<file path="src/include/spmm_defines.svh">
`ifndef SPMM_DEFINES_SVH
`define SPMM_DEFINES_SVH

// matrix size, also the number of nonzeros per lhs beat
`define SPMM_N 8

// element width, arithmetic wraps at this width
`define SPMM_W 8

// index width and number of adder stages
`define SPMM_LGN ($clog2(`SPMM_N))

// rows carried by one rhs or out beat
`define SPMM_BEAT_ROWS 4

`define SPMM_BEATS (`SPMM_N / `SPMM_BEAT_ROWS)

`endif

</file>
<file path="src/spmm_ctrl_pkg.sv">
`include "spmm_defines.svh"

package spmm_ctrl_pkg;

    typedef enum logic [2:0] {
        BUF_FREE,
        BUF_LOADING,
        BUF_LOADED,
        BUF_BUSY,
        BUF_FULL
    } buf_state_t;

    // beat number within one matrix transfer
    typedef logic [(`SPMM_BEATS > 1 ? $clog2(`SPMM_BEATS) : 1)-1:0] beat_idx_t;

    // reduction control for one lhs beat
    typedef struct packed {
        logic [`SPMM_N-1:0]                 split;
        logic [`SPMM_N-1:0][`SPMM_LGN-1:0]  out_idx;
        logic [`SPMM_N-1:0]                 row_valid;
    } seg_ctrl_t;

endpackage

</file>
<file path="src/spmm_data_pkg.sv">
`include "spmm_defines.svh"

package spmm_data_pkg;

    typedef logic [`SPMM_W-1:0] elem_t;

    // row or column index
    typedef logic [`SPMM_LGN-1:0] idx_t;

    typedef struct packed {
        idx_t  col;
        elem_t data;
    } nz_entry_t;

    typedef nz_entry_t [`SPMM_N-1:0] nz_vec_t;

    // inclusive end pointer, empty set for a row without nonzeros
    typedef struct packed {
        logic empty;
        idx_t ptr;
    } row_ptr_t;

    typedef row_ptr_t [`SPMM_N-1:0] ptr_vec_t;

    // one row, or one column slice
    typedef elem_t [`SPMM_N-1:0] elem_vec_t;

    typedef elem_vec_t [`SPMM_BEAT_ROWS-1:0] beat_t;

endpackage

</file>
<file path="src/rhs_loader.sv">
`include "spmm_defines.svh"

module rhs_loader (
    input  logic                                    clock,
    input  logic                                    rhs_we,
    input  spmm_ctrl_pkg::beat_idx_t                rhs_beat_idx,
    input  spmm_data_pkg::beat_t                    rhs_beat,
    output spmm_data_pkg::elem_vec_t [`SPMM_N-1:0]  col_slice
);
    import spmm_data_pkg::*;

    // row major copy of the dense operand
    elem_vec_t [`SPMM_N-1:0] rows;

    always_ff @(posedge clock) begin
        if (rhs_we) begin
            for (int r = 0; r < `SPMM_BEAT_ROWS; r++) begin
                rows[int'(rhs_beat_idx) * `SPMM_BEAT_ROWS + r] <= rhs_beat[r];
            end
        end
    end

    // each element gets its own column
    always_comb begin
        for (int j = 0; j < `SPMM_N; j++) begin
            for (int i = 0; i < `SPMM_N; i++) begin
                col_slice[j][i] = rows[i][j];
            end
        end
    end

endmodule

</file>
<file path="config.mk">
export PLATFORM = sky130hd
export DESIGN_NAME = rhs_loader
export DESIGN_NICKNAME = d
export VERILOG_FILES = /design/src/spmm_ctrl_pkg.sv /design/src/spmm_data_pkg.sv /design/src/rhs_loader.sv
export VERILOG_INCLUDE_DIRS = /design/src /design/src/include
export SDC_FILE = /design/constraint.sdc
export NUM_CORES = 1
export LEC_CHECK = 0
export BUFFER_PORTS_ARGS = -buffer_cell sky130_fd_sc_hd__buf_2
export CAP_MARGIN = 10
export CORE_AREA = 2 2 300 302
export DETAILED_ROUTE_END_ITERATION = 8
export DIE_AREA = 0 0 302 304
export SLEW_MARGIN = 0
export SYNTH_ARGS = -nofsm -noshare
export SYNTH_HDL_FRONTEND = slang
export SYNTH_SLANG_ARGS = --single-unit
</file>
<file path="constraint.sdc">
create_clock -name clock -period 37.9 [get_ports clock]
set_input_delay 3.79 -clock clock [delete_from_list [all_inputs] [get_ports clock]]
set_output_delay 3.79 -clock clock [all_outputs]
set_load 0.1 [all_outputs]
</file>
==> flow_summary.json <==
{
  "status": "completed",
  "vias": 9448,
  "worstMarginPinSlew_ps": 989,
  "fin_area_um2": 23200,
  "crit_buf_inv": 2,
  "clock-sinks": 512,
  "critPathSlowestCell": "buf_4",
  "grt_max_degree": 131,
  "worstPathArrival_ps": 6010,
  "hp-class": "primary input to flip-flop",
  "synth_cell_types": 6,
  "wl_per_cell_um": 18.6,
  "firstDrtPassIters": 4,
  "synth_area_per_cell_um2": 24.8,
  "initialDrtViolationCount": 582,
  "fp-row-count": 110,
  "cts_setup_buffers": 0,
  "cts_buffers": 52,
  "ant_nets": 0,
  "gp_routability_congestion": 0.913,
  "fin_setup_tns_ps": 0,
  "leakagePower_nw": 8.83,
  "clk_pin_slew_ps": 60,
  "synth_seq_cells": 512,
  "chipHeight_um": 304,
  "slowest_delay_ps": 840,
  "cts_max_level": 2,
  "cp_common_cell": "buf_4",
  "setup_slack_ps": 32100,
  "holdPathStages": 1,
  "setup_viol": 0,
  "grt_usage_pct": 10.4,
  "path_max_fanout": 72,
  "synth.net_count": 915,
  "synth_area_leaders": "edfxtp_1, and2_1, nor2b_1",
  "path_class": "primary input to flip-flop",
  "die_x_um": 302,
  "rsz0062_at_grt": "no",
  "totalPowerFinal_mw": 1.50,
  "globalRoute.totalOverflow": 0,
  "synth_warnings": 0,
  "netlist_area_um2": 16300,
  "cp.required_ps": 38110,
  "largest_reg_flops": 512,
  "vdd_drop_max_v": 0.0000391,
  "netlist_instances": 656,
  "layout-drive-gt1-share_pct": 56.3,
  "start_util_pct": 18.3,
  "synth.yosys.seq_area_share_pct": 94.6,
  "drv_slew": 0,
  "cts_resized": 0,
  "hold_buffers": 0,
  "routed_via_density": 3.50,
  "antenna_found_initial": 31,
  "drc_errors": 0,
  "dpl.hpwl_um": 39300,
  "nets": 1732,
  "port_buffers": 770,
  "wl_um": 50100,
  "post-route-min-period_ps": 5800,
  "cp.depth": 3,
  "core_um2": 89000,
  "drv_cap": 0,
  "cp-start-kind": "primary input",
  "slew_headroom_pct": 34.1,
  "die_area_um2": 91800,
  "power.density_nw_per_um2": 64.7,
  "io_pins": 771,
  "grt_pass1_wl_um": 68600,
  "final_cell_mix": "buf_2, edfxtp_1, and2_1, nor2b_1, clkbuf_16",
  "syn_to_final_growth_pct": 42.8,
  "synth_top_area_share_pct": 94.6,
  "grt_pass1_vias": 9778,
  "layout_commonest_cell": "buf_2",
  "cts_tree": "yes",
  "timing.final.crit_share_pct": 15.3,
  "synth_area_leader_cell": "edfxtp_1",
  "cts_buffer_depth": 3,
  "cp_cell_sequence": "buf_4 -> and2_4 -> buf_4",
  "cpLargestDelayFamily": "buffers and inverters",
  "hold_viol": 0,
  "fmax_mhz": 172,
  "fillCellCount": 9087,
  "ctsRootBufferMaster": "clkbuf_16",
  "end_kind": "flip-flop",
  "place_area_um2": 21600,
  "pre_cts_ws_ps": 31480
}
-- metrics by stage --
stage | instances | hold slack, ps | util, %
floorplan | 656 | 3890 | -
global placement | 2595 | 3980 | 24.2
detailed placement | 2595 | 3980 | 24.2
CTS | 2688 | 3310 | 26.0
global route | 2689 | 3320 | 26.0
finish | 2697 | 3370 | 26.1
-- power breakdown --
group / internal (mW) / switching, mW
sequential: 0.667 / 0.0109
combinational: 0.0367 / 0.305
clock: 0.275 / 0.208
-- per-layer routing --
metal / global-route usage [%] / vias to the layer above / routed length (µm)
li1: - / 4170 / -
met1: 10.5 / 4596 / 17500
met2: 17.9 / 554 / 24600
met3: 5.78 / 108 / 6570
met4: 3.22 / 20 / 1340
met5: 0 / - / 137
-- cell usage after synthesis (all sizes together) --
library cell,instances
nor2b,65
buf,11
and2,65
clkbuf,3
edfxtp,512
-- final cells by class --
cell class	count	area (µm²)	share of cell area [%]
multi-input cells	130	823	3.55
clock inverters	31	239	1.03
flip-flops and latches	512	15400	66.2
repair buffers	777	3920	16.9
well taps	1176	1470	6.34
clock buffers	62	1360	5.86
diodes	9	22.5	0.0970
-- cell families after synthesis --
group | count (synthesis) | synth area share, %
AND/OR/NAND/NOR | 130 | 5.00
flip-flops | 512 | 94.6
buffers and inverters | 14 | 0.439
-- final timing paths --
check | start | endpoint | slack [ps]
worst max-delay path | rhs_beat_idx | col_slice[112] | 32100
worst min-delay path | rhs_beat[186] | col_slice[498] | 3370
Power figures use the tool's default switching activity.
