File: src/include/spmm_defines.svh
`ifndef SPMM_DEFINES_SVH
`define SPMM_DEFINES_SVH

// matrix size, also the number of nonzeros per lhs beat
`define SPMM_N 8

// element width, arithmetic wraps at this width
`define SPMM_W 8

// index width and number of adder stages
`define SPMM_LGN ($clog2(`SPMM_N))

// rows carried by one rhs or out beat
`define SPMM_BEAT_ROWS 4

`define SPMM_BEATS (`SPMM_N / `SPMM_BEAT_ROWS)

`endif

File: src/spmm_ctrl_pkg.sv
`include "spmm_defines.svh"

package spmm_ctrl_pkg;

    typedef enum logic [2:0] {
        BUF_FREE,
        BUF_LOADING,
        BUF_LOADED,
        BUF_BUSY,
        BUF_FULL
    } buf_state_t;

    // beat number within one matrix transfer
    typedef logic [(`SPMM_BEATS > 1 ? $clog2(`SPMM_BEATS) : 1)-1:0] beat_idx_t;

    // reduction control for one lhs beat
    typedef struct packed {
        logic [`SPMM_N-1:0]                 split;
        logic [`SPMM_N-1:0][`SPMM_LGN-1:0]  out_idx;
        logic [`SPMM_N-1:0]                 row_valid;
    } seg_ctrl_t;

endpackage

File: src/spmm_data_pkg.sv
`include "spmm_defines.svh"

package spmm_data_pkg;

    typedef logic [`SPMM_W-1:0] elem_t;

    // row or column index
    typedef logic [`SPMM_LGN-1:0] idx_t;

    typedef struct packed {
        idx_t  col;
        elem_t data;
    } nz_entry_t;

    typedef nz_entry_t [`SPMM_N-1:0] nz_vec_t;

    // inclusive end pointer, empty set for a row without nonzeros
    typedef struct packed {
        logic empty;
        idx_t ptr;
    } row_ptr_t;

    typedef row_ptr_t [`SPMM_N-1:0] ptr_vec_t;

    // one row, or one column slice
    typedef elem_t [`SPMM_N-1:0] elem_vec_t;

    typedef elem_vec_t [`SPMM_BEAT_ROWS-1:0] beat_t;

endpackage

File: src/seg_reduce.sv
`include "spmm_defines.svh"

module seg_reduce (
    input  logic                      clock,
    input  spmm_data_pkg::elem_vec_t  products,
    input  spmm_ctrl_pkg::seg_ctrl_t  ctrl,
    output spmm_data_pkg::elem_vec_t  row_sum
);
    import spmm_data_pkg::*;
    import spmm_ctrl_pkg::*;

    elem_vec_t          level [`SPMM_LGN+1];
    seg_ctrl_t          ctrl_lvl [`SPMM_LGN+1];
    elem_vec_t          prefix;
    seg_ctrl_t          fin;
    logic [`SPMM_N-1:0] first_split;
    idx_t               prev_split [`SPMM_N];

    assign level[0] = products;
    assign ctrl_lvl[0] = ctrl;

    // kogge-stone inclusive prefix sum
    for (genvar s = 0; s < `SPMM_LGN; s++) begin : g_stage
        localparam int DIST = 1 << s;
        elem_vec_t sum_q;
        seg_ctrl_t ctrl_q;

        always_ff @(posedge clock) begin
            for (int j = 0; j < `SPMM_N; j++) begin
                if (j >= DIST) begin
                    sum_q[j] <= level[s][j] + level[s][(j + `SPMM_N - DIST) % `SPMM_N];
                end else begin
                    sum_q[j] <= level[s][j];
                end
            end
            ctrl_q <= ctrl_lvl[s];
        end

        assign level[s+1] = sum_q;
        assign ctrl_lvl[s+1] = ctrl_q;
    end

    assign prefix = level[`SPMM_LGN];
    assign fin = ctrl_lvl[`SPMM_LGN];

    // last split strictly before each position
    always_comb begin : split_scan
        logic seen;
        idx_t last;
        seen = 1'b0;
        last = '0;
        for (int j = 0; j < `SPMM_N; j++) begin
            first_split[j] = fin.split[j] && !seen;
            prev_split[j] = last;
            if (fin.split[j]) begin
                seen = 1'b1;
                last = idx_t'(j);
            end
        end
    end

    // segment sum is prefix at end minus prefix at previous split
    always_ff @(posedge clock) begin
        for (int i = 0; i < `SPMM_N; i++) begin
            if (!fin.row_valid[i]) begin
                row_sum[i] <= '0;
            end else if (first_split[fin.out_idx[i]]) begin
                row_sum[i] <= prefix[fin.out_idx[i]];
            end else begin
                row_sum[i] <= prefix[fin.out_idx[i]] - prefix[prev_split[fin.out_idx[i]]];
            end
        end
    end

endmodule

File: src/spmm_pe.sv
`include "spmm_defines.svh"

module spmm_pe (
    input  logic                      clock,
    input  logic                      lhs_start,
    input  spmm_data_pkg::nz_vec_t    lhs_nz,
    input  spmm_data_pkg::ptr_vec_t   lhs_ptr,
    input  spmm_data_pkg::elem_vec_t  col_slice,
    output spmm_data_pkg::elem_vec_t  pe_row
);
    import spmm_data_pkg::*;
    import spmm_ctrl_pkg::*;

    elem_vec_t  products;
    seg_ctrl_t  ctrl_next;
    seg_ctrl_t  ctrl;
    elem_vec_t  row_sum;

    // each row closes its segment at its end pointer
    always_comb begin : seg_decode
        logic seen;
        idx_t last_end;
        seen = 1'b0;
        last_end = '0;
        ctrl_next = '0;
        for (int i = 0; i < `SPMM_N; i++) begin
            if (!lhs_ptr[i].empty) begin
                if (lhs_start && (!seen || lhs_ptr[i].ptr != last_end)) begin
                    ctrl_next.split[lhs_ptr[i].ptr] = 1'b1;
                    ctrl_next.out_idx[i] = lhs_ptr[i].ptr;
                    ctrl_next.row_valid[i] = 1'b1;
                end
                seen = 1'b1;
                last_end = lhs_ptr[i].ptr;
            end
        end
    end

    // gather and multiply, wraps at element width
    always_ff @(posedge clock) begin
        for (int k = 0; k < `SPMM_N; k++) begin
            products[k] <= lhs_nz[k].data * col_slice[lhs_nz[k].col];
        end
        ctrl <= ctrl_next;
    end

    seg_reduce seg_reduce_inst (
        .clock   (clock),
        .products(products),
        .ctrl    (ctrl),
        .row_sum (row_sum)
    );

    // rows without nonzeros come back as zero
    always_ff @(posedge clock) begin
        pe_row <= row_sum;
    end

endmodule

File: config.mk
export PLATFORM = sky130hd
export DESIGN_NAME = spmm_pe
export DESIGN_NICKNAME = d
export VERILOG_FILES = /design/src/spmm_ctrl_pkg.sv /design/src/spmm_data_pkg.sv /design/src/seg_reduce.sv /design/src/spmm_pe.sv
export VERILOG_INCLUDE_DIRS = /design/src /design/src/include
export SDC_FILE = /design/constraint.sdc
export NUM_CORES = 2
export LEC_CHECK = 0
export ABC_CLOCK_PERIOD_IN_PS = 10240
export BUFFER_PORTS_ARGS = -buffer_cell sky130_fd_sc_hd__buf_2
export CAP_MARGIN = 20
export CORE_MARGIN = 3
export CORE_UTILIZATION = 25
export DETAILED_ROUTE_END_ITERATION = 8
export GPL_TIMING_DRIVEN = 0
export PLACE_DENSITY = 0.39
export SLEW_MARGIN = 30
export SYNTH_ARGS = -nofsm -noshare
export SYNTH_HDL_FRONTEND = slang
export SYNTH_SLANG_ARGS = --single-unit
File: constraint.sdc
create_clock -name clock -period 10.24 [get_ports clock]
set_input_delay 1.024 -clock clock [delete_from_list [all_inputs] [get_ports clock]]
set_output_delay 1.024 -clock clock [all_outputs]
set_load 0.005 [all_outputs]
==> reports/results.txt <==
Register area share after synthesis: 0.2635
Mapped Cells: 4,072
Synthesized area per cell: 10.15 sq um
Max Freq: 0.1758 GHz
Syn nets: 4,682
Root Buffer: clkbuf_16
Min-Delay Path Class: reg -> reg
Gr usage total: 0.1738
Routed wire per std cell: 23.04 um
Post-DP HPWL: 116,300 um
Combinational family with the most area after synthesis: multiplexers
Int Power: 7.561 mW
PortBufs: 221
Flop pwr share: 0.273
Largest net degree at the start of global routing: 19
Rel. slew slack: 0.2431
Inserted Clock Buffers: 60
Unrepaired setup endpoints after global routing: false
Chip height: 412.6 um
Routed WL: 151,700 um
Yosys Warn Count: 0
Fin crit share: 0.5556
Clock tree buffer depth: 3
Worst-Margin Slew: 1135 ps
Comb pwr share: 0.563
Worst VDD drop: 0.1411 mV
P_leak: 19.97 nW
Total number of vias: 32,240
Met1 WL: 67,640 um
Skew final: 49.10 ps
Post-layout util: 0.2891
Mean number of vias per cell: 4.896
Worst Path Required: 10,810 ps
Cts repair resizes: 0
Worst setup SP type: input pin
Share of layout cells above drive strength 1: 0.1847
DRC: 0
Setup Crit Path Kind: in -> reg
Antenna Nets Post-Route: 0
Die W: 412.6 um
PwrDens: 281.8 nW/um^2
Hold Buf Count CTS: 0
Post-synth ARST share: 0
Clock Sinks: 544
Postcts setup bufs: 0
Boundary pin count: 250
RD Place Congestion: 0.9399
Net Sw Frac: 0.4324
Post-Synth Adder-Cell Area: 0.1503
Outcome: complete, no violations
GRT overflow: 0
Final net count: 4,966
Worst setup EP type: flip-flop
Endpoints failing setup: 0
Max layer used: met5
Area growth from synthesis to layout: 14.37%
TritonRoute pass-1 iters: 7
CP max-delay cell: fa_1
Post-synth top flop: dfxtp_1
Final Hold Fails: 0
CTS tree: yes
Switching Power: 5.760 mW
Initial core utilization: 0.2528
Drt initial violations: 2,524
Max H-tree Level: 2
Die ar.: 170,200 sq um
DR WL met3: 11,230 um
Global-route wire length before repair: 219,900 um
Max-cap check violation count: 0
Setup TNS: 0 ps
Max-slew violations: 0
Core area: 163,500 sq um
Vias in the first global route: 31,740
Worst-skew pair later-pin latency: 690 ps
Post-synthesis cell area: 41,330 sq um
Arrival @ worst endpoint: 6260 ps
Max incr delay on CP: 560 ps
Crit Path Max Fanout: 10
Initial antenna violation count: 10
Cell Chain, Critical Path: buf_2 > buf_2 > mux4_2 > mux2i_1 > nor2b_1 > fa_1 > fa_1 > inv_1 > fa_1 > fa_1 > inv_1 > ha_1 > a21oi_1 > xnor2_1 > xnor2_1 > xnor2_1 > xnor2_1
Proportion of synthesized area in mux cells: 0.2225
Reg clk slew, reported paths: 60 ps
Yosys cell types: 84
Post-synthesis simple-gate area fraction: 0.1087
Clock share of power: 0.164
Compound-Gate Fraction of Synth Area: 0.1290
EDFF count, synth: 0
Synth Area in XOR/XNOR: 0.06654
Flops & latches, synth: 544
Core Rows: 148
Met2 Routed Length: 67,460 um
Post-layout min period: 5689 ps
==> synth_stat cells, types with 18 or more instances <==
master | instances | area, sq um
o21bai_1 | 51 | 382.9
dfxtp_1 | 544 | 10890
a21o_1 | 62 | 465.5
inv_1 | 345 | 1295
nand2_1 | 175 | 656.9
nand2b_1 | 72 | 450.4
ha_1 | 303 | 3791
a31oi_1 | 21 | 131.4
nor3_1 | 33 | 165.2
a211oi_1 | 156 | 1171
mux2i_1 | 219 | 2192
a21oi_1 | 258 | 1291
xnor2_1 | 246 | 2155
nor2_1 | 95 | 356.6
clkbuf_1 | 155 | 581.8
o211a_1 | 42 | 420.4
o21ai_0 | 80 | 400.4
fa_1 | 121 | 2422
xor2_1 | 68 | 595.6
nor2b_1 | 312 | 1952
buf_2 | 75 | 375.4
mux4_2 | 273 | 6148
mux2_2 | 76 | 855.8
buf_1 | 30 | 112.6
and2_1 | 50 | 312.8
nand3_1 | 18 | 90.09
==> final cells by class <==
| cell class | count | area [sq um] |
|---|---|---|
| timing repair buffer | 222 | 1117 |
| multi-input combinational | 2907 | 28010 |
| clock inverter | 25 | 330.3 |
| sequential | 544 | 10890 |
| buffer | 266 | 1141 |
| inverter | 355 | 1333 |
| antenna | 8 | 20.02 |
| fill | 17220 | 116200 |
| tap | 2175 | 2721 |
| clock buffer | 83 | 1708 |
==> sequential cells by signal, indices dropped and copies added (netlist names) <==
register and cells:
seg_reduce_inst.g_stage.sum_q 192, products 64, seg_reduce_inst.row_sum 64, pe_row 64, seg_reduce_inst.ctrl_lvl 120, ctrl 40
==> worst max-delay path, delay by kind of cell <==
kind                     cells  cell delay, ps
AND/OR/NAND/NOR              1             150
adder cells (fa/ha/maj)      5            2360
buffers and inverters        4             640
multiplexers                 2            1080
XOR/XNOR                     4             770
AO/OA/AOI/OAI                1             230
==> kinds of logic (layout without fill, tap and decap cells) <==
kind of cell | count (synthesis) | count (layout)
buffers and inverters | 621 | 951
other | 0 | 8
adder cells (fa/ha/maj) | 424 | 424
XOR/XNOR | 314 | 314
multiplexers | 568 | 568
AND/OR/NAND/NOR | 821 | 821
flip-flops | 544 | 544
AO/OA/AOI/OAI | 780 | 780
==> metal layers <==
layer,vias to the layer above,global-route usage
li1,15010,-
met1,15750,0.2364
met2,1218,0.2721
met3,255,0.03709
met4,6,0.05920
met5,-,0
==> power by group through the flow <==
stage | registers (mW) | logic [mW] | clock network, mW
floorplan | 3.26 | 5.43 | 0
global placement | 3.69 | 7.46 | 0
detailed placement | 3.69 | 7.49 | 0
CTS | 3.65 | 7.53 | 2.28
global route | 3.70 | 8.30 | 2.35
finish | 3.63 | 7.50 | 2.19
==> cells in the final DEF, fill, tap and decap left out, drive strengths merged, types with 11 or more instances in the layout <==
cell	instances
o211a	43
and2	51
o21bai	51
nor2	95
nor3	34
xnor2	246
mux4	273
nand2	176
a31oi	30
a211o	15
a211oi	156
or3	17
o211ai	13
a21oi	258
fa	121
clkbuf	243
nand2b	72
buf	328
a31o	11
ha	303
nand3	18
mux2	76
o21ai	82
a21o	62
nor2b	312
dfxtp	544
clkinv	17
mux2i	219
xor2	68
inv	356
==> final timing paths <==
path,from,end,slack [ps],depth (start not counted)
setup / recovery,lhs_nz[20],products[15],4550,17
hold / removal,seg_reduce_inst.row_sum[53],pe_row[53],320,0
setup reg to reg,seg_reduce_inst.ctrl_lvl[33],seg_reduce_inst.row_sum[23],5260,16
hold reg to reg,seg_reduce_inst.row_sum[53],pe_row[53],320,0
==> stage by stage <==
step | hold WS, ps | instance area (sq um) | setup slack (ps) | std cells | total power, mW
after floorplan | 309.6 | 41330 | 4667 | 4072 | 8.688
after global placement | 310.7 | 45160 | 3747 | 6468 | 11.15
after detailed placement | 312.1 | 45200 | 3761 | 6469 | 11.18
after CTS | 316.0 | 47240 | 4504 | 6577 | 13.46
after global routing | 327.2 | 47250 | 4208 | 6577 | 14.35
final | 320.2 | 47270 | 4551 | 6585 | 13.32
No activity file was read; power rests on OpenSTA's default activity.
