## src/include/spmm_defines.svh

```systemverilog
`ifndef SPMM_DEFINES_SVH
`define SPMM_DEFINES_SVH

// matrix size, also the number of nonzeros per lhs beat
`define SPMM_N 8

// element width, arithmetic wraps at this width
`define SPMM_W 8

// index width and number of adder stages
`define SPMM_LGN ($clog2(`SPMM_N))

// rows carried by one rhs or out beat
`define SPMM_BEAT_ROWS 4

`define SPMM_BEATS (`SPMM_N / `SPMM_BEAT_ROWS)

`endif

```

## src/spmm_ctrl_pkg.sv

```systemverilog
`include "spmm_defines.svh"

package spmm_ctrl_pkg;

    typedef enum logic [2:0] {
        BUF_FREE,
        BUF_LOADING,
        BUF_LOADED,
        BUF_BUSY,
        BUF_FULL
    } buf_state_t;

    // beat number within one matrix transfer
    typedef logic [(`SPMM_BEATS > 1 ? $clog2(`SPMM_BEATS) : 1)-1:0] beat_idx_t;

    // reduction control for one lhs beat
    typedef struct packed {
        logic [`SPMM_N-1:0]                 split;
        logic [`SPMM_N-1:0][`SPMM_LGN-1:0]  out_idx;
        logic [`SPMM_N-1:0]                 row_valid;
    } seg_ctrl_t;

endpackage

```

## src/spmm_ctrl.sv

```systemverilog
`include "spmm_defines.svh"

module spmm_ctrl (
    input  logic                      clock,
    input  logic                      out_start,
    input  logic                      rhs_start,
    input  logic                      lhs_start,
    input  logic                      drain_start,
    output logic                      rhs_ready,
    output logic                      lhs_ready,
    output logic                      out_ready,
    output logic                      rhs_we,
    output spmm_ctrl_pkg::beat_idx_t  rhs_beat_idx,
    output logic                      capture,
    output logic                      drain_go,
    output spmm_ctrl_pkg::beat_idx_t  drain_beat_idx
);
    import spmm_ctrl_pkg::*;

    localparam int LAST_BEAT = `SPMM_BEATS - 1;
    localparam int LATENCY = `SPMM_LGN + 3;
    localparam int CNT_W = $clog2(LATENCY + 1);

    buf_state_t         rhs_state;
    buf_state_t         out_state;
    beat_idx_t          load_cnt;
    beat_idx_t          drain_cnt;
    logic [CNT_W-1:0]   comp_cnt;
    logic               rhs_acc;
    logic               lhs_acc;
    logic               drain_acc;
    logic               draining;

    assign rhs_ready = rhs_state == BUF_FREE;
    assign out_ready = out_state == BUF_FULL;

    assign rhs_acc = rhs_start && rhs_ready;
    assign lhs_acc = lhs_start && lhs_ready;
    assign drain_acc = drain_start && out_ready;

    // out buffer busy with no compute in flight means unloading
    assign draining = out_state == BUF_BUSY && comp_cnt == '0;
    assign capture = comp_cnt == CNT_W'(1);

    // first beat rides with the accepted strobe
    assign rhs_we = rhs_acc || rhs_state == BUF_LOADING;
    assign rhs_beat_idx = (rhs_state == BUF_LOADING) ? load_cnt : '0;
    assign drain_go = drain_acc || draining;
    assign drain_beat_idx = draining ? drain_cnt : '0;

    always_ff @(posedge clock or posedge out_start) begin
        if (out_start) begin
            rhs_state <= BUF_FREE;
            load_cnt <= '0;
        end else begin
            case (rhs_state)
                BUF_FREE: begin
                    if (rhs_acc) begin
                        rhs_state <= (LAST_BEAT == 0) ? BUF_LOADED : BUF_LOADING;
                        load_cnt <= beat_idx_t'(1);
                    end
                end
                BUF_LOADING: begin
                    if (load_cnt == beat_idx_t'(LAST_BEAT)) begin
                        rhs_state <= BUF_LOADED;
                    end
                    load_cnt <= load_cnt + beat_idx_t'(1);
                end
                BUF_LOADED: begin
                    if (lhs_acc) begin
                        rhs_state <= BUF_BUSY;
                    end
                end
                BUF_BUSY: begin
                    if (capture) begin
                        rhs_state <= BUF_FREE;
                    end
                end
                default: rhs_state <= BUF_FREE;
            endcase
        end
    end

    always_ff @(posedge clock or posedge out_start) begin
        if (out_start) begin
            out_state <= BUF_FREE;
            drain_cnt <= '0;
        end else begin
            case (out_state)
                BUF_FREE: begin
                    if (lhs_acc) begin
                        out_state <= BUF_BUSY;
                    end
                end
                BUF_BUSY: begin
                    if (capture) begin
                        out_state <= BUF_FULL;
                    end else if (draining && drain_cnt == beat_idx_t'(LAST_BEAT)) begin
                        out_state <= BUF_FREE;
                    end
                end
                BUF_FULL: begin
                    if (drain_acc) begin
                        out_state <= (LAST_BEAT == 0) ? BUF_FREE : BUF_BUSY;
                    end
                end
                default: out_state <= BUF_FREE;
            endcase
            if (drain_acc) begin
                drain_cnt <= beat_idx_t'(1);
            end else if (draining) begin
                drain_cnt <= drain_cnt + beat_idx_t'(1);
            end
        end
    end

    // countdown to the capture edge
    always_ff @(posedge clock or posedge out_start) begin
        if (out_start) begin
            comp_cnt <= '0;
            lhs_ready <= 1'b0;
        end else begin
            if (lhs_acc) begin
                comp_cnt <= CNT_W'(LATENCY);
            end else if (comp_cnt != '0) begin
                comp_cnt <= comp_cnt - CNT_W'(1);
            end
            if (lhs_acc) begin
                lhs_ready <= 1'b0;
            end else begin
                lhs_ready <= rhs_state == BUF_LOADED && out_state == BUF_FREE;
            end
        end
    end

endmodule

```

## config.mk

```make
export PLATFORM = sky130hd
export DESIGN_NAME = spmm_ctrl
export DESIGN_NICKNAME = d
export VERILOG_FILES = /design/src/spmm_ctrl_pkg.sv /design/src/spmm_ctrl.sv
export VERILOG_INCLUDE_DIRS = /design/src /design/src/include
export SDC_FILE = /design/constraint.sdc
export NUM_CORES = 1
export LEC_CHECK = 0
export BUFFER_PORTS_ARGS = -buffer_cell sky130_fd_sc_hd__buf_2
export CAP_MARGIN = 15
export CORE_ASPECT_RATIO = 0.75
export CORE_MARGIN = 5
export CORE_UTILIZATION = 35
export DETAILED_ROUTE_END_ITERATION = 8
export GPL_TIMING_DRIVEN = 0
export REMOVE_ABC_BUFFERS = 1
export SKIP_CTS_REPAIR_TIMING = 1
export SLEW_MARGIN = 20
export SYNTH_ARGS = -nofsm -noshare
export SYNTH_HDL_FRONTEND = slang
export SYNTH_SLANG_ARGS = --single-unit
```

## constraint.sdc

```tcl
create_clock -name clock -period 1.7 [get_ports clock]
set_input_delay 0.085 -clock clock [delete_from_list [all_inputs] [get_ports clock]]
set_output_delay 0.085 -clock clock [all_outputs]
set_load 0.005 [all_outputs]
```

==> flow_summary.yaml, run 1 <==
placed_design:
  dpl.hpwl_um: 944
  port_buffers: 12
  placed_area_um2: 753
  gp_congestion: 0.730
cts:
  cts_tree: "built"
  clkSinkCount: 10
  clk_latency_ns: 0.27
  htree_levels: 1
  root_buffer: "clkbuf_4"
  cts_buffers: 3
  clock_path_buffers: 2
  clk_pin_slew_ns: 0.06
timing:
  max_freq_mhz: 657
  slew_headroom: 0.740
  drv_slew: 0
  hold_viol: 0
  rsz0062_at_grt: "false"
  setup_tns_ns: 0
  finClkSkew_ns: 0.00117
  fin_crit_sh: 0.896
  fin_crit_ns: 1.52
  setup_violations: 0
  worst_pin_slew_ns: 0.389
die:
  rows: 13
  die_h_um: 47.8
  die_x_um: 60.4
  initial_core_util: 0.375
  ios: 13
  core_um2: 1770
  die-area_um2: 2880
global_routing:
  grt_pass1_vias: 429
  grt_pass1_wl_um: 1970
  met2_usage: 0.134
  use_met1: 0.130
  overflow: 0
  grt_max_degree: 11
  antenna_found_initial: 0
  grt_util_met3: 0.0566
  grt_usage: 0.105
  top_usage_layer: "met2"
power_and_ir_drop:
  seqPwrFrac: 0.328
  pwr_density_cell_nw_per_um2: 1770
  p_switching_mw: 0.577
  clkPwrFrac: 0.114
  switching_share: 0.408
  internal-power_mw: 0.836
  ir_drop_mv: 0.653
  power_leakage_nw: 0.412
  p_comb_frac: 0.557
logic_synthesis:
  synth_compound_area_frac: 0.164
  synth_fa_ha_area_frac: 0.150
  synth_top_family_by_area: "simple AND/OR/NAND/NOR gates"
  ys_seq_area_frac: 0.376
  synth_xor_area_frac: 0.0132
  ys_ff_latch: 10
  yosysWarnings: 0
  yosys.area_share.simple: 0.199
  syn_area_um2: 666
  synth_cell_type_count: 28
  netlist_instances: 67
  syn_avg_cell_area_um2: 9.93
  synthMuxAreaShare: 0.0526
final_layout:
  nFillCells: 173
  layout_common_cells: "12 x buf_2, 10 x dfrtp_1, 8 x nand2_1"
  final_area_um2: 798
  regArea_um2: 250
  layout_commonest_cell: "buf_2"
  multiInputGateArea_um2: 388
  final_nets: 99
  area_growth_pct: 19.9
  layout-drive-gt1-share: 0.298
  antenna_cells: 0
route:
  num_vias: 475
  drtIter0Drc: 10
  drc: 0
  wirelength_um: 1230
  post_drt_wl_per_cell_um: 11.6
  ant_nets: 0
  routed_via_density: 4.48
  first_pass_iters: 2
worst_setup_path:
  r2r-end: "rhs_state[1]"
  path_class: "reg2out"
  slowest_delay_ns: 0.38
  critPathMaxFanout: 4
  critPathCapture: "drain_beat_idx"
  reg2regPathDepth: 5
  reg2reg_slack_ns: 0.24
  end_kind: "output port"
  arrival_ns: 1.44
  critPathSlowestCell: "dfrtp_1"
  cp.depth: 6
  critical_path.startpoint: "comp_cnt[1]"
  critical-path-top-delay-family: "flip-flops"
  cp.required_ns: 1.62
  worst_r2r_startpoint: "rhs_state[0]"
  start_kind: "flip-flop"
  path_cells: "inv_1 -> ha_2 -> nand2b_1 -> nor2_1 -> and3_1 -> buf_2"
  path_buf_inv: 2
run_status:
  outcome: "finished clean"
run:
  cap_violations: 0
hold_path:
  hold_class: "in2reg"
  min_from: "drain_start"
==> cell usage after synthesis <==
master     number  area [um2]
xnor2_1         1        8.76
o211ai_1        1        7.51
nand2_1         8        30.0
nor2b_1         1        6.26
and2_1          1        6.26
o21a_1          1        7.51
a21oi_1         5        25.0
nor3_1          1        5.00
nand2_4         1        11.3
dfrtp_1        10         250
o2111ai_4       1        26.3
and3_1          1        6.26
nand2b_1        2        12.5
mux2i_1         2        20.0
o2bb2ai_1       1        8.76
o22ai_1         1        6.26
ha_1            8         100
o32a_1          1        10.0
o21ai_0         2        10.0
and2b_2         1        8.76
o21bai_1        1        7.51
inv_1           8        30.0
nand2_2         1        6.26
mux2_4          1        15.0
nor2_1          3        11.3
nand2b_4        1        13.8
or2_2           1        6.26
nand2b_2        1        8.76
==> layout make-up <==
type	instances	area share
inverter	8	0.0376
timing repair buffer	14	0.100
sequential	10	0.313
multi-input combinational	49	0.486
clock buffer	3	0.0282
tap	22	0.0345
==> state kept, by name (all words and copies together), names as in the netlist <==
signal / count
rhs_state: 2
lhs_ready: 1
out_state: 2
comp_cnt: 3
drain_cnt: 1
load_cnt: 1
==> through the flow <==
step | worst slack (ns) | total power, mW | utilization | hold WS [ns] | cells
floorplan | 0.320 | 1.06 | - | -0.0748 | 67
global placement | 0.247 | 1.23 | 0.425 | 0.0785 | 101
detailed placement | 0.240 | 1.26 | 0.425 | 0.0935 | 101
CTS | 0.0721 | 1.43 | 0.438 | -0.210 | 104
global route | 0.0438 | 1.56 | 0.450 | 0.0976 | 106
finish | 0.177 | 1.41 | 0.450 | 0.103 | 106
==> worst min path at each step <==
stage,endpoint,depth (start not counted)
global placement,load_cnt,2
detailed placement,comp_cnt[1],2
floorplan,comp_cnt[0],1
global route,out_state[2],3
CTS,comp_cnt[1],2
finish,out_state[2],3
==> kinds of logic after synthesis <==
logic type / Yosys count
and+or+nand+nor: 23
muxes: 3
xor gates and xnor gates: 1
AOI/OAI and AO/OA: 14
DFF: 10
adders and majority gates: 8
buffers and inverters: 8
==> power by group through the flow <==
stage                     logic (mW)  registers (mW)  clock network [mW]
after detailed placement       0.788           0.469                   0
after floorplan                0.621           0.441                   0
after global placement         0.768           0.466                   0
after CTS                      0.795           0.464               0.174
final                          0.788           0.464               0.162
after global routing           0.892           0.487               0.184
==> tightest hold or removal path, delay by kind of cell <==
kind                   cells  cell delay, ns
AOI/OAI and AO/OA          1            0.11
buffers and inverters      2            0.14
==> metal layers <==
layer | part of all wire | up-vias
met4 | 0.029 | 0
met2 | 0.41 | 10
met3 | 0.062 | 5
li1 | - | 256
met1 | 0.50 | 204
met5 | 0 | -
Note: power is estimated with default switching activity, not from simulation.
==> run 2, diff against run 1 <==
ABC_AREA = 1   (was unset)
CAP_MARGIN = unset   (was 15)
==> run 2 against run 1 <==
First-iteration DRC count up 40%. Total power up 5.9%. Sequential cell count unchanged. Via count up 14%. Clock power up 31%. Area after synthesis up 0.19%. Wire length up 2.8%. Register-to-register slack better by 0.15 ns.
==> flow_summary.yaml, run 2 <==
final_layout:
  regMostFlops: "comp_cnt"
  reg_top3: "comp_cnt x3, out_state x2, rhs_state x2"
  antenna_cells: 0
  area_growth_pct: 20.1
  final_nets: 115
  layout-drive-gt1-share: 0.257
  fin_util: 0.452
  nFillCells: 178
  layout_commonest_cell: "nand2_1"
  largest_reg_flops: 3
  layout_common_cells: "20 x nand2_1, 16 x inv_1, 12 x buf_2"
timing:
  fin_crit_sh: 0.925
  fin_crit_ns: 1.57
  slew_headroom: 0.744
  max_freq_mhz: 636
  finClkSkew_ns: 0.00185
  drv_slew: 0
  worst_pin_slew_ns: 0.384
  setup_violations: 0
  rsz0062_at_grt: "false"
  setup_tns_ns: 0
  hold_viol: 0
global_routing:
  grt_usage: 0.100
  grt_pass1_vias: 500
  antenna_found_initial: 0
  grt_max_degree: 11
  grt_pass1_wl_um: 2080
  overflow: 0
hold_path:
  whs_endpoint: "drain_cnt"
  min_from: "drain_start"
  hold_class: "in2reg"
  hold_depth: 3
power_and_ir_drop:
  pwr_density_cell_nw_per_um2: 1870
  clkPwrFrac: 0.142
  switching_share: 0.445
  ir_drop_mv: 0.983
  power_leakage_nw: 0.477
  p_switching_mw: 0.666
  p_comb_frac: 0.551
  seqPwrFrac: 0.306
  internal-power_mw: 0.831
worst_setup_path:
  critPathMaxFanout: 4
  arrival_ns: 1.49
  reg2reg_slack_ns: 0.39
  start_kind: "flip-flop"
  worst_r2r_startpoint: "comp_cnt[0]"
  cp.required_ns: 1.62
  path_class: "reg2out"
  reg2regPathDepth: 7
  end_kind: "output port"
  r2r-end: "out_state[1]"
logic_synthesis:
  synth_flop_cell: "dfrtp_1"
  ys_async_sr_fraction: 1.00
  synth_common_cells: "20 x nand2_1, 16 x inv_1, 10 x dfrtp_1"
  ys_seq_area_frac: 0.375
  synth_edf_count: 0
  synth_cell_type_count: 18
  ys_ff_latch: 10
  synth_top_cells_by_area: "dfrtp_1 38%, ha_1 15%, nand2_1 11%, inv_1 9.0%, o21bai_1 3.4%"
  yosys.area.top_type: "dfrtp_1"
  yosysWarnings: 0
  yosysMostFrequentCell: "nand2_1"
  yosysTopAreaCellShare: 0.375
  syn_area_um2: 667
  netlist_instances: 84
  syn_avg_cell_area_um2: 7.94
placed_design:
  port_buffers: 12
  gp_congestion: 0.775
  dpl.hpwl_um: 1060
cts:
  clkSinkCount: 10
  cts_buffers: 3
  root_buffer: "clkbuf_4"
  clk_latency_ns: 0.26
  clk_pin_slew_ns: 0.07
  htree_levels: 1
  cts_tree: "built"
  clock_path_buffers: 2
route:
  num_vias: 541
  first_pass_iters: 5
  post_drt_wl_per_cell_um: 10.2
  drc: 0
  drtIter0Drc: 14
  wirelength_um: 1260
  routed_via_density: 4.40
  ant_nets: 0
run:
  cap_violations: 0
die:
  core_um2: 1770
  ios: 13
  die_h_um: 47.8
  rows: 13
  die_x_um: 60.4
  die-area_um2: 2890
  initial_core_util: 0.376
run_status:
  outcome: "finished clean"
[run 2: cell count changes after synthesis, moves of 2 or more]
| cell | previous run | this run |
|---|---|---|
| nand2_1 | 8 | 20 |
| nand2b_1 | 2 | 0 |
| a21oi_1 | 5 | 3 |
| inv_1 | 8 | 16 |
| nand3_1 | 0 | 4 |
| inv_2 | 0 | 2 |
| o21bai_1 | 1 | 3 |
| mux2i_1 | 2 | 0 |
| nor2_2 | 0 | 2 |
[run 2: per-stage QoR]
step / area [um2] / setup slack [ns] / total power, mW / std cells / hold slack (ns)
after floorplan: 667 / 0.533 / 1.07 / 84 / -0.0748
after global routing: 801 / 0.0352 / 1.66 / 123 / 0.0893
final: 801 / 0.128 / 1.50 / 123 / 0.0752
after detailed placement: 754 / 0.398 / 1.30 / 118 / 0.0781
after global placement: 754 / 0.416 / 1.27 / 118 / 0.0738
after CTS: 791 / 0.137 / 1.52 / 122 / -0.211
[run 2: power by group through the flow]
stage	sequential [mW]	combinational [mW]	clock, mW
floorplan	0.444	0.629	0
global placement	0.459	0.813	0
detailed placement	0.463	0.833	0
CTS	0.459	0.837	0.223
global route	0.471	0.952	0.234
finish	0.459	0.825	0.213
[run 2: logic make-up after synthesis]
logic type                 Yosys count  synth area share
buffers and inverters               18             0.101
DFF                                 10             0.375
adders and majority gates            8             0.150
and+or+nand+nor                     35             0.246
AOI/OAI and AO/OA                   13             0.128
[run 2: worst max-delay path: stages (launching register included)]
cell and delay [ns]:
dfrtp_1 0.40, inv_1 0.10, ha_1 0.19, inv_1 0.09, nor2_4 0.12, nand4_1 0.15
inv_1 0.08, buf_2 0.11
[run 2: final cells by class]
cell class | instances | area (um2) | share of cell area
multi-input combinational | 56 | 349 | 0.436
sequential | 10 | 250 | 0.313
timing repair buffer | 13 | 70.1 | 0.0875
inverter | 18 | 67.6 | 0.0844
clock buffer | 4 | 36.3 | 0.0453
tap | 22 | 27.5 | 0.0344
[run 2: worst max path at each step]
stage / from / end / slack (ns) / cells after the start
CTS: comp_cnt[0] / drain_beat_idx / 0.14 / 7
finish: comp_cnt[0] / drain_beat_idx / 0.13 / 7
floorplan: rhs_state[0] / rhs_state[1] / 0.53 / 7
detailed placement: rhs_state[0] / rhs_state[1] / 0.40 / 7
global route: comp_cnt[1] / drain_beat_idx / 0.04 / 7
global placement: rhs_state[0] / rhs_state[1] / 0.42 / 7
[run 2: routing by layer]
layer  part of all wire  track usage
met2               0.40        0.144
met4                  0       0.0133
met5                  0            0
met3              0.069       0.0485
met1               0.53        0.139
