--- src/include/spmm_defines.svh ---
`ifndef SPMM_DEFINES_SVH
`define SPMM_DEFINES_SVH

// matrix size, also the number of nonzeros per lhs beat
`define SPMM_N 8

// element width, arithmetic wraps at this width
`define SPMM_W 8

// index width and number of adder stages
`define SPMM_LGN ($clog2(`SPMM_N))

// rows carried by one rhs or out beat
`define SPMM_BEAT_ROWS 4

`define SPMM_BEATS (`SPMM_N / `SPMM_BEAT_ROWS)

`endif

--- src/spmm_ctrl_pkg.sv ---
`include "spmm_defines.svh"

package spmm_ctrl_pkg;

    typedef enum logic [2:0] {
        BUF_FREE,
        BUF_LOADING,
        BUF_LOADED,
        BUF_BUSY,
        BUF_FULL
    } buf_state_t;

    // beat number within one matrix transfer
    typedef logic [(`SPMM_BEATS > 1 ? $clog2(`SPMM_BEATS) : 1)-1:0] beat_idx_t;

    // reduction control for one lhs beat
    typedef struct packed {
        logic [`SPMM_N-1:0]                 split;
        logic [`SPMM_N-1:0][`SPMM_LGN-1:0]  out_idx;
        logic [`SPMM_N-1:0]                 row_valid;
    } seg_ctrl_t;

endpackage

--- src/spmm_data_pkg.sv ---
`include "spmm_defines.svh"

package spmm_data_pkg;

    typedef logic [`SPMM_W-1:0] elem_t;

    // row or column index
    typedef logic [`SPMM_LGN-1:0] idx_t;

    typedef struct packed {
        idx_t  col;
        elem_t data;
    } nz_entry_t;

    typedef nz_entry_t [`SPMM_N-1:0] nz_vec_t;

    // inclusive end pointer, empty set for a row without nonzeros
    typedef struct packed {
        logic empty;
        idx_t ptr;
    } row_ptr_t;

    typedef row_ptr_t [`SPMM_N-1:0] ptr_vec_t;

    // one row, or one column slice
    typedef elem_t [`SPMM_N-1:0] elem_vec_t;

    typedef elem_vec_t [`SPMM_BEAT_ROWS-1:0] beat_t;

endpackage

--- src/out_drain.sv ---
`include "spmm_defines.svh"

module out_drain (
    input  logic                                    clock,
    input  logic                                    capture,
    input  spmm_data_pkg::elem_vec_t [`SPMM_N-1:0]  pe_rows,
    input  logic                                    drain_go,
    input  spmm_ctrl_pkg::beat_idx_t                drain_beat_idx,
    output spmm_data_pkg::beat_t                    out_beat
);
    import spmm_data_pkg::*;

    // result in row order
    elem_vec_t [`SPMM_N-1:0] result;

    // element j holds column j
    always_ff @(posedge clock) begin
        if (capture) begin
            for (int i = 0; i < `SPMM_N; i++) begin
                for (int j = 0; j < `SPMM_N; j++) begin
                    result[i][j] <= pe_rows[j][i];
                end
            end
        end
    end

    always_ff @(posedge clock) begin
        if (drain_go) begin
            for (int r = 0; r < `SPMM_BEAT_ROWS; r++) begin
                out_beat[r] <= result[int'(drain_beat_idx) * `SPMM_BEAT_ROWS + r];
            end
        end
    end

endmodule

--- config.mk ---
export PLATFORM = sky130hd
export DESIGN_NAME = out_drain
export DESIGN_NICKNAME = d
export VERILOG_FILES = /design/src/spmm_ctrl_pkg.sv /design/src/spmm_data_pkg.sv /design/src/out_drain.sv
export VERILOG_INCLUDE_DIRS = /design/src /design/src/include
export SDC_FILE = /design/constraint.sdc
export NUM_CORES = 1
export LEC_CHECK = 0
export BUFFER_PORTS_ARGS = -buffer_cell sky130_fd_sc_hd__buf_4
export CAP_MARGIN = 20
export CORE_AREA = 2 2 297 299
export CTS_CLUSTER_SIZE = 10
export DETAILED_ROUTE_END_ITERATION = 12
export DIE_AREA = 0 0 299 301
export GPL_TIMING_DRIVEN = 1
export HOLD_SLACK_MARGIN = 0.08
export PLACE_DENSITY = 0.49
export SYNTH_ARGS = -nofsm -noshare
export SYNTH_HDL_FRONTEND = slang
export SYNTH_SLANG_ARGS = --single-unit
--- constraint.sdc ---
create_clock -name clock -period 2 [get_ports clock]
set_input_delay 0.4 -clock clock [delete_from_list [all_inputs] [get_ports clock]]
set_output_delay 0.4 -clock clock [all_outputs]
set_load 0.005 [all_outputs]
==> summary.txt, run 1 <==
Yosys
  • Number of flops mapped to enable cells by yosys: ~770
  • Simple logic cell fraction of the synthesized area: 0
  • Combinational family with the most area after synthesis: multiplexers
  • Top-area cell type share of the netlist area: 0.879
  • Parity-gate share of the synthesized area counting xor and xnor cells: 0
  • Flop and latch count out of synthesis: between 700 and 800
  • Unique cell type count in the Yosys netlist: 5
  • Most used flip-flop cell after synthesis: edfxtp_1
  • Number of synthesis warnings: 0
  • Proportion of synthesized area in mux cells: 0.110
  • Post-Synthesis Net Count: approximately 1600
  • Async set or reset register ratio after synthesis: 0
  • Most instantiated library cell after synthesis: edfxtp_1
  • Synthesized netlist cell count: between 1000 and 1500
  • Post-Synthesis Cell Area: 26300 um2
  • Cell taking the most area after synthesis: edfxtp_1
  • Mean Syn Cell Area: ~25 um2
  • Most area-consuming cells after synthesis: edfxtp_1 88%, mux2_2 11%, buf_6 1.1%, buf_4 0.029%, buf_2 0.019%
  • Area share of fa/ha/maj cells after synthesis: 0
  • Share of the yosys chip area belonging to registers: 0.879
  • Most frequent cells after synthesis: 768 x edfxtp_1, 256 x mux2_2, 26 x buf_6
  • Post-synthesis compound-gate area fraction: 0

Clocking
  • H-tree lvl count: 3
  • CTS clk-pin slew, worst paths: ~0.060 ns
  • CTS Sinks: 768
  • Number of clock buffers inserted by TritonCTS: 89
  • Clock tree from TritonCTS: yes
  • Gates resized, CTS repair: 0
  • Number of buffers on the longest clock path: 3
  • Clk root buf: clkbuf_16
  • Setup Buffers After CTS: 0
  • Clock network latency to the later pin of the worst-skew pair: ~0.63 ns

Drt
  • Number of nets with antenna violations after routing: 0
  • Post-detailed-route DRC marker count: 0
  • Detailed Routing Iterations Pass 1: 5
  • Avg WL per Cell: roughly 20 um
  • Drt total wl: 71000 um
  • DRC violation total after the first TritonRoute iteration: roughly 630
  • Via/cell ratio: 4.19
  • Vias: 15300

Run status
  • Run status: completed

Placement
  • Routability-driven placement congestion ratio: between 0.8 and 0.9
  • # placed instances: 3012
  • HPWL after detailed placement: 49400 um
  • Post-DP Area: ~34000 um2
  • Post-place setup slack: about 0.36 ns
  • Quantity of I/O buffers inserted on ports: slightly below 800

Floorplanning
  • DIE WIDTH: roughly 300 um
  • Initial Util: 0.304
  • Chip height: approximately 300 um
  • Total Die Area: between 80000 and 90000 um2
  • Placement row count: about 110
  • Count of pins on the block boundary: 772
  • Core ar.: between 80000 and 90000 um2

Setup path
  • Master of the slowest instance on the critical path: edfxtp_1
  • Crit Path Max Fanout: 1
  • Buffers and inverters on the worst path: 1
  • Crit Path Class: reg2out
  • Required time of the worst setup path: between 1.5 and 2 ns
  • Worst stage delay on the critical path: between 0.4 and 0.5 ns
  • Worst Path Arrival: 1.30 ns
  • Crit. End Element: primary output
  • Critical Path Source Type: flop
  • List of cells traversed by the critical path: buf_4
  • Crit path max-delay family: flip-flops

Power
  • Static Leakage: between 15 and 20 nW
  • Total power after layout: 37.7 mW
  • PD cells: 908 nW/um2
  • IR Drop Worst-Case VDD: about 0.00065 V

Finish
  • Design Area, Final: 41600 um2
  • Total area of sequential cells: ~23000 um2
  • Combined area of the multi-input logic cells: between 2000 and 3000 um2
  • Layout cells sized above 1: 0.479
  • Area grow syn2layout: 58.4%
  • Fill cells: ~7300
  • Share of the core filled with cells: 0.481
  • Final net count: roughly 3000
  • Final instance count without filler cells: around 3600

Global routing
  • First-pass GRT wire length: 104000 um
  • Number of global-route vias before repair: 17000
  • Pin count of the biggest net entering global routing: between 80 and 90
  • Total GRT Usage: 0.154
  • Remaining global-route overflow: 0
  • Antenna violations before repair: 5

STA
  • Crit share post-route: 0.848
  • Count of endpoints failing hold in the final timing report: 0
  • Tightest hold margin: roughly 0.14 ns
  • Worst Max-Slew Pin Slew: 0.526 ns
  • Highest clock rate: slightly below 600 MHz
  • Setup TNS: 0 ns
  • Unrepaired setup endpoints after global routing: no
  • Fin. max-slew vios: 0
  • Setup-failing EPs final: 0
  • Clock skew: 0.0150 ns
  • Crit path setup slack, layout: ~0.30 ns
  • Headroom to the max-slew limit: 0.649
  • Time the worst path needs with I/O delays and setup: around 1.7 ns

Worst hold path
  • Path type of the worst min-delay path: in2reg

Job
  • Max-cap check violation count: 0
[layout by cell type (no fill, tap or decap)]
master         Yosys  routed
buf_4              1     807
buf_8              0       3
dlygate4sd3_1      0     513
clkinv_2           0       3
inv_16             0       2
clkinv_8           0       1
buf_12             0      23
clkinv_1           0       3
edfxtp_1         768     768
clkbuf_1           0       9
inv_6              0       1
clkbuf_16          0      92
bufinv_16          0       2
diode_2            0       4
mux2_2           256     256
[logic make-up after synthesis]
kind of cell  Yosys count
flops                 768
mux                   256
buf+inv                28
[registers in the layout, indices dropped and copies added (netlist names)]
signal,count
out_beat,256
result,512
[final cells by class]
class,instances,share of cell area
Antenna cell,4,0.000241
Multi-Input combinational cell,256,0.0693
Tap cell,1155,0.0348
Timing Repair Buffer,1346,0.281
Clock inverter,12,0.00364
Sequential cell,768,0.555
Clock buffer,101,0.0562
[routing by layer]
metal	GRT usage	routed length, um	vias up
met5	0	13	-
met4	0.0651	2690	2
met3	0.0484	5500	146
met2	0.271	36700	608
met1	0.171	26000	7454
li1	-	-	7050
[power breakdown]
part	switching (mW)	internal, mW
Sequential	0.360	19.2
Clock	6.04	8.44
Combinational	1.32	2.35
Total	7.72	30.0
[worst paths after layout]
path | cells after the start | from | slack, ns | endpoint
max | 1 | out_beat[89] | 0.30 | out_beat[89]
min | 1 | capture | 0.14 | result[360]
max reg2reg | 1 | result[337] | 1.01 | out_beat[81]
min reg2reg | 1 | result[53] | 0.54 | out_beat[53]
[timing repair]
item | in CTS | in global routing
hold buffers | 513 | 0
endpoints found under the hold margin | 527 | 0
endpoints found under the setup margin | 0 | 0
Power figures use the tool's default switching activity.
==> inputs of run 2 (changes only) <==
ABC_AREA = 1   (was unset)
CORE_AREA = 2 2 298 300   (was 2 2 297 299)
DIE_AREA = 0 0 300 302   (was 0 0 299 301)
PLACE_DENSITY = 0.5   (was 0.49)
clock period = 1.4 ns   (was 2 ns; I/O delays follow)
==> run 2 against run 1 <==
Compared with the run above:
- the flow now finishes with violations (negative setup slack)
- via count grew 15%
- setup slack lost 0.47 ns
- final area grew 2.8%
- sequential power grew 43%
- critical endpoint is now out_beat[0]
- first-iteration DRC count grew 50%
==> summary.txt, run 2 <==
Setup path
  • Worst Path Arrival: between 1 and 1.5 ns
  • Crit Path Class: reg2out
  • Required time of the worst setup path: 1.12 ns
  • Critical Path Source Type: flop
  • List of cells traversed by the critical path: buf_6
  • Worst stage delay on the critical path: 0.47 ns
  • Master of the slowest instance on the critical path: edfxtp_1
  • Buffers and inverters on the worst path: 1
  • Crit path max-delay family: flip-flops
  • Crit Path Max Fanout: 1
  • Crit. End Element: primary output

Yosys
  • Share of the yosys chip area belonging to registers: 0.874
  • Most area-consuming cells after synthesis: edfxtp_1 87%, nand2_1 11%, buf_4 0.63%, buf_6 0.56%, buf_2 0.42%
  • Number of synthesis warnings: 0
  • Unique cell type count in the Yosys netlist: 6
  • Most frequent cells after synthesis: 768 x edfxtp_1, 768 x nand2_1, 22 x buf_2, 22 x buf_4, 13 x buf_6
  • Most used flip-flop cell after synthesis: edfxtp_1
  • Number of flops mapped to enable cells by yosys: 768
  • Async set or reset register ratio after synthesis: 0
  • Post-Synthesis Cell Area: approximately 26000 um2
  • Cell taking the most area after synthesis: edfxtp_1
  • Top-area cell type share of the netlist area: 0.874
  • Mean Syn Cell Area: around 17 um2
  • Flop and latch count out of synthesis: 768
  • Synthesized netlist cell count: approximately 1600
  • Post-Synthesis Net Count: 2110

Floorplanning
  • Total Die Area: 90600 um2
  • Initial Util: 0.301
  • Placement row count: 109
  • Chip height: around 300 um
  • DIE WIDTH: 300 um
  • Count of pins on the block boundary: just under 800
  • Core ar.: about 88000 um2

Clocking
  • Clock tree from TritonCTS: yes
  • H-tree lvl count: 3
  • CTS clk-pin slew, worst paths: about 0.05 ns
  • Number of buffers on the longest clock path: 3
  • Clk root buf: clkbuf_16
  • Setup Buffers After CTS: 0
  • CTS Sinks: roughly 770
  • Number of clock buffers inserted by TritonCTS: 91
  • Clock network latency to the later pin of the worst-skew pair: ~0.64 ns

Drt
  • DRC violation total after the first TritonRoute iteration: about 940
  • Total length of routed met2 wires: ~39000 um
  • Vias: between 15000 and 20000
  • Post-detailed-route DRC marker count: 0
  • Max layer used: met5
  • Routed length on met1: approximately 29000 um
  • Via/cell ratio: roughly 4.2
  • Number of nets with antenna violations after routing: 0
  • Detailed Routing Iterations Pass 1: 5
  • Drt total wl: around 77000 um
  • Avg WL per Cell: 18.3 um
  • Length of routed met3 wiring: between 6000 and 7000 um

Placement
  • Post-place setup slack: between 0.1 and 0.15 ns
  • HPWL after detailed placement: approximately 53000 um
  • # placed instances: between 3000 and 4000
  • Post-DP Area: about 34000 um2
  • Quantity of I/O buffers inserted on ports: 771
  • Routability-driven placement congestion ratio: slightly above 0.8

STA
  • Fin. max-slew vios: 0
  • Clock skew: 0.0195 ns
  • Headroom to the max-slew limit: 0.747
  • Crit share post-route: 1.11
  • Count of endpoints failing hold in the final timing report: 0
  • Time the worst path needs with I/O delays and setup: between 1.5 and 2 ns
  • Unrepaired setup endpoints after global routing: yes
  • Crit path setup slack, layout: -0.160 ns
  • Setup TNS: -7.87 ns
  • Setup-failing EPs final: roughly 250
  • Highest clock rate: ~640 MHz
  • Tightest hold margin: about 0.15 ns
  • Worst Max-Slew Pin Slew: roughly 0.38 ns

Global routing
  • Remaining global-route overflow: 0
  • Total GRT Usage: 0.164
  • Antenna violations before repair: 9
  • First-pass GRT wire length: roughly 110000 um
  • Pin count of the biggest net entering global routing: 54
  • Number of global-route vias before repair: about 19000

Power
  • PD cells: between 1000 and 1500 nW/um2
  • Static Leakage: roughly 18 nW
  • IR Drop Worst-Case VDD: roughly 0.00095 V

Finish
  • Final instance count without filler cells: 4202
  • Flip-flop count of the largest register after layout: between 500 and 600
  • Register name with the most flops: result
  • Design Area, Final: approximately 43000 um2
  • Leading cell types in the layout, fill and taps excluded: 768 x nand2_1, 768 x edfxtp_1, 637 x buf_4
  • Layout cells sized above 1: 0.315
  • Final net count: ~3500
  • Area grow syn2layout: 62.1%
  • Largest registers: result x512, out_beat x256

Job
  • Max-cap check violation count: 0

Run status
  • Failing checks: negative setup slack
  • Run status: finished, violations left

Worst hold path
  • Path type of the worst min-delay path: in2reg
run 2: changes by cell type after synthesis, sizes merged:
cell and change:
inv +1, mux2 -256, buf +29, nand2 +768
run 2: repair_timing:
action,CTS,global route
resized for setup,131,44
endpoints found under the hold margin,528,0
setup endpoints to repair,256,256
hold buffers,513,0
run 2: path summary, 6_finish.rpt:
| kind | from | cells past startpoint | slack [ns] | to |
|---|---|---|---|---|
| worst max-delay path | out_beat[0] | 1 | -0.16 | out_beat[0] |
| worst min-delay path | capture | 2 | 0.15 | result[412] |
| worst max register to register | result[110] | 2 | 0.51 | out_beat[110] |
| worst min register to register | result[99] | 2 | 0.50 | out_beat[99] |
run 2: report_power, final:
| part | total [mW] | switching (mW) | internal [mW] |
|---|---|---|---|
| registers | 28.1 | 0.617 | 27.5 |
| clock network | 21.6 | 8.92 | 12.6 |
| logic | 5.54 | 2.24 | 3.31 |
| total | 55.2 | 11.8 | 43.4 |
run 2: cell type report:
| type | instances | area (um2) |
|---|---|---|
| antenna | 10 | 25.0 |
| clock buffer | 105 | 2330 |
| timing repair buffer | 1365 | 12700 |
| sequential | 768 | 23100 |
| tap | 1165 | 1460 |
| fill | 7534 | 44800 |
| inverter | 1 | 11.3 |
| clock inverter | 20 | 302 |
| multi-input combinational | 768 | 2880 |
run 2: routing by layer:
| metal | vias to the layer above | GRT usage |
|---|---|---|
| met1 | 8374 | 0.185 |
| met2 | 684 | 0.285 |
| met5 | - | 0 |
| met4 | 2 | 0.0682 |
| li1 | 8375 | - |
| met3 | 146 | 0.0557 |
run 2: kinds of logic (layout without fill, tap and decap cells):
family / after synthesis / after routing / share of synthesized area
buf+inv: 58 / 1491 / 0.0162
other cells: 0 / 10 / 0
flops: 768 / 768 / 0.874
simple gates: 768 / 768 / 0.109
run 2: metrics by stage:
stage,utilization,total power [mW]
after floorplan,-,29.2
after detailed placement,0.392,32.6
after global placement,0.392,32.5
after global routing,0.488,57.2
final,0.488,55.2
after CTS,0.486,55.8
==> inputs of run 3 (changes only) <==
ABC_CLOCK_PERIOD_IN_PS = 1400   (was unset)
RECOVER_POWER = 25   (was unset)
SETUP_SLACK_MARGIN = 0.05   (was unset)
==> run 3 against run 2 <==
Compared with the run above:
- the run still ends with negative setup slack left
- sequential power hardly changed
- die area unchanged
- cell count unchanged
- non-clock buffer count unchanged
- critical path type unchanged
- highest routed layer unchanged
==> summary.txt, run 3 (synthesis results as in run 2) <==
Run status
  • Run status: finished, violations left
  • Failing checks: negative setup slack

STA
  • Fin. max-slew vios: 0
  • Crit path setup slack, layout: -0.155 ns
  • Count of endpoints failing hold in the final timing report: 0
  • Unrepaired setup endpoints after global routing: yes
  • Headroom to the max-slew limit: 0.529
  • Crit share post-route: 1.11
  • Worst Max-Slew Pin Slew: roughly 0.71 ns
  • Highest clock rate: ~640 MHz
  • Setup-failing EPs final: approximately 250
  • Clock skew: between 0.02 and 0.025 ns
  • Time the worst path needs with I/O delays and setup: 1.56 ns

Worst hold path
  • Critical hold path startpoint: drain_beat_idx
  • End of the worst hold path: out_beat[7]
  • Path type of the worst min-delay path: in2reg
  • Number of instances on the worst hold path: 4

Drt
  • Avg WL per Cell: approximately 18 um
  • Vias: approximately 18000
  • DRC violation total after the first TritonRoute iteration: a little over 900
  • Post-detailed-route DRC marker count: 0
  • Drt total wl: between 70000 and 80000 um
  • Detailed Routing Iterations Pass 1: 7
  • Number of nets with antenna violations after routing: 0
  • Via/cell ratio: 4.18

Setup path
  • Crit Path Max Fanout: 1
  • Depth of the most critical reg-to-reg path: 2
  • Buffers and inverters on the worst path: 1
  • Reg-to-Reg Start: result[110]
  • Critical Path Source Type: flop
  • Crit. End Element: primary output
  • Crit path max-delay family: flip-flops
  • Worst stage delay on the critical path: 0.47 ns
  • Required time of the worst setup path: ~1.1 ns
  • Worst Path Arrival: around 1.3 ns
  • Setup slack of the most critical reg-to-reg path: about 0.5 ns
  • Worst R2R End: out_beat[110]
  • Master of the slowest instance on the critical path: edfxtp_1
  • Crit Path Class: reg2out
  • Launch point of the worst path: out_beat[0]
  • List of cells traversed by the critical path: buf_6

Placement
  • Post-DP Area: roughly 34000 um2
  • Quantity of I/O buffers inserted on ports: about 770
  • HPWL after detailed placement: between 50000 and 60000 um
  • Routability-driven placement congestion ratio: between 0.8 and 0.9
  • Post-place setup slack: between 0.1 and 0.15 ns

Finish
  • Final net count: approximately 3500
  • Fill cells: 7560
  • Flip-flop count of the largest register after layout: just over 500
  • Design Area, Final: 42500 um2
  • Area grow syn2layout: 61.3%
  • Layout cells sized above 1: 0.314
  • Leading cell types in the layout, fill and taps excluded: 768 x nand2_1, 768 x edfxtp_1, 606 x buf_4
  • Register name with the most flops: result
  • Share of the core filled with cells: 0.486
  • Largest registers: result x512, out_beat x256

Clocking
  • Setup Buffers After CTS: 0
  • CTS clk-pin slew, worst paths: about 0.06 ns
  • Clock tree from TritonCTS: yes
  • Clock network latency to the later pin of the worst-skew pair: about 0.64 ns
  • CTS Sinks: about 770
  • Number of buffers on the longest clock path: 3
  • Clk root buf: clkbuf_16
  • H-tree lvl count: 3
  • Number of clock buffers inserted by TritonCTS: between 90 and 100

Power
  • Static Leakage: about 18 nW
  • PD cells: 1300 nW/um2
  • IR Drop Worst-Case VDD: approximately 0.00095 V

Floorplanning
  • Core ar.: 87600 um2
  • Total Die Area: 90600 um2
  • Chip height: between 300 and 400 um
  • Initial Util: 0.301
  • Count of pins on the block boundary: 772
  • Placement row count: 109
  • DIE WIDTH: 300 um

Global routing
  • Remaining global-route overflow: 0
  • Antenna violations before repair: 9
  • Number of global-route vias before repair: 19000
  • Total GRT Usage: 0.164
  • Pin count of the biggest net entering global routing: 54
  • First-pass GRT wire length: approximately 110000 um

Job
  • Max-cap check violation count: 0
[run 3: cell count changes in the layout (fill, tap and decap cells not counted), sizes merged]
cell,change
buf,-44
clkbuf,+44
[run 3: worst max path at each step]
stage	slack [ns]	cells past startpoint	endpoint
floorplan	0.33	5	out_beat[100]
global placement	0.13	5	out_beat[24]
detailed placement	0.12	5	out_beat[251]
CTS	-0.25	1	out_beat[0]
global route	-0.23	1	out_beat[0]
finish	-0.16	1	out_beat[0]
[run 3: cell type report]
cell class,instances,area [um2],area share
Tap cell,1165,1460,0.0343
Timing Repair Buffer,1365,12500,0.293
Sequential cell,768,23100,0.542
Antenna cell,10,25.0,0.000588
Inverter,1,11.3,0.000265
Multi-Input combinational cell,768,2880,0.0678
Clock inverter,20,302,0.00709
Clock buffer,105,2330,0.0548
[run 3: through the flow]
step / setup TNS, ns / hold slack (ns) / cells / total power, mW
finish: -7.87 / 0.203 / 4202 / 55.1
global route: -24.91 / 0.195 / 4200 / 57.1
CTS: -24.29 / 0.0881 / 4192 / 55.8
detailed placement: 0 / 0.459 / 3554 / 32.6
global placement: 0 / 0.458 / 3554 / 32.5
floorplan: 0 / 0.379 / 1594 / 29.2
[run 3: what timing repair did]
| action | in CTS | in global routing |
|---|---|---|
| endpoints found under the hold margin | 528 | 0 |
| hold buffers | 513 | 0 |
| pin swaps | 0 | 0 |
| gates resized for setup | 131 | 44 |
| endpoints found under the setup margin | 256 | 256 |
[run 3: layer usage]
layer	track usage	vias up	routed length, um
li1	-	8371	-
met5	0	-	11
met3	0.0557	146	6520
met1	0.185	8365	28900
met4	0.0682	2	2770
met2	0.285	673	38600
[run 3: power breakdown]
group | switching [mW] | internal [mW]
registers | 0.614 | 27.5
logic | 2.23 | 3.24
clock network | 8.92 | 12.6
total | 11.8 | 43.4
[run 3: tightest hold or removal path: cells and delay by family]
family,cells,cell delay [ns]
and+or+nand+nor,2,0.14
buffers and inverters,2,0.22
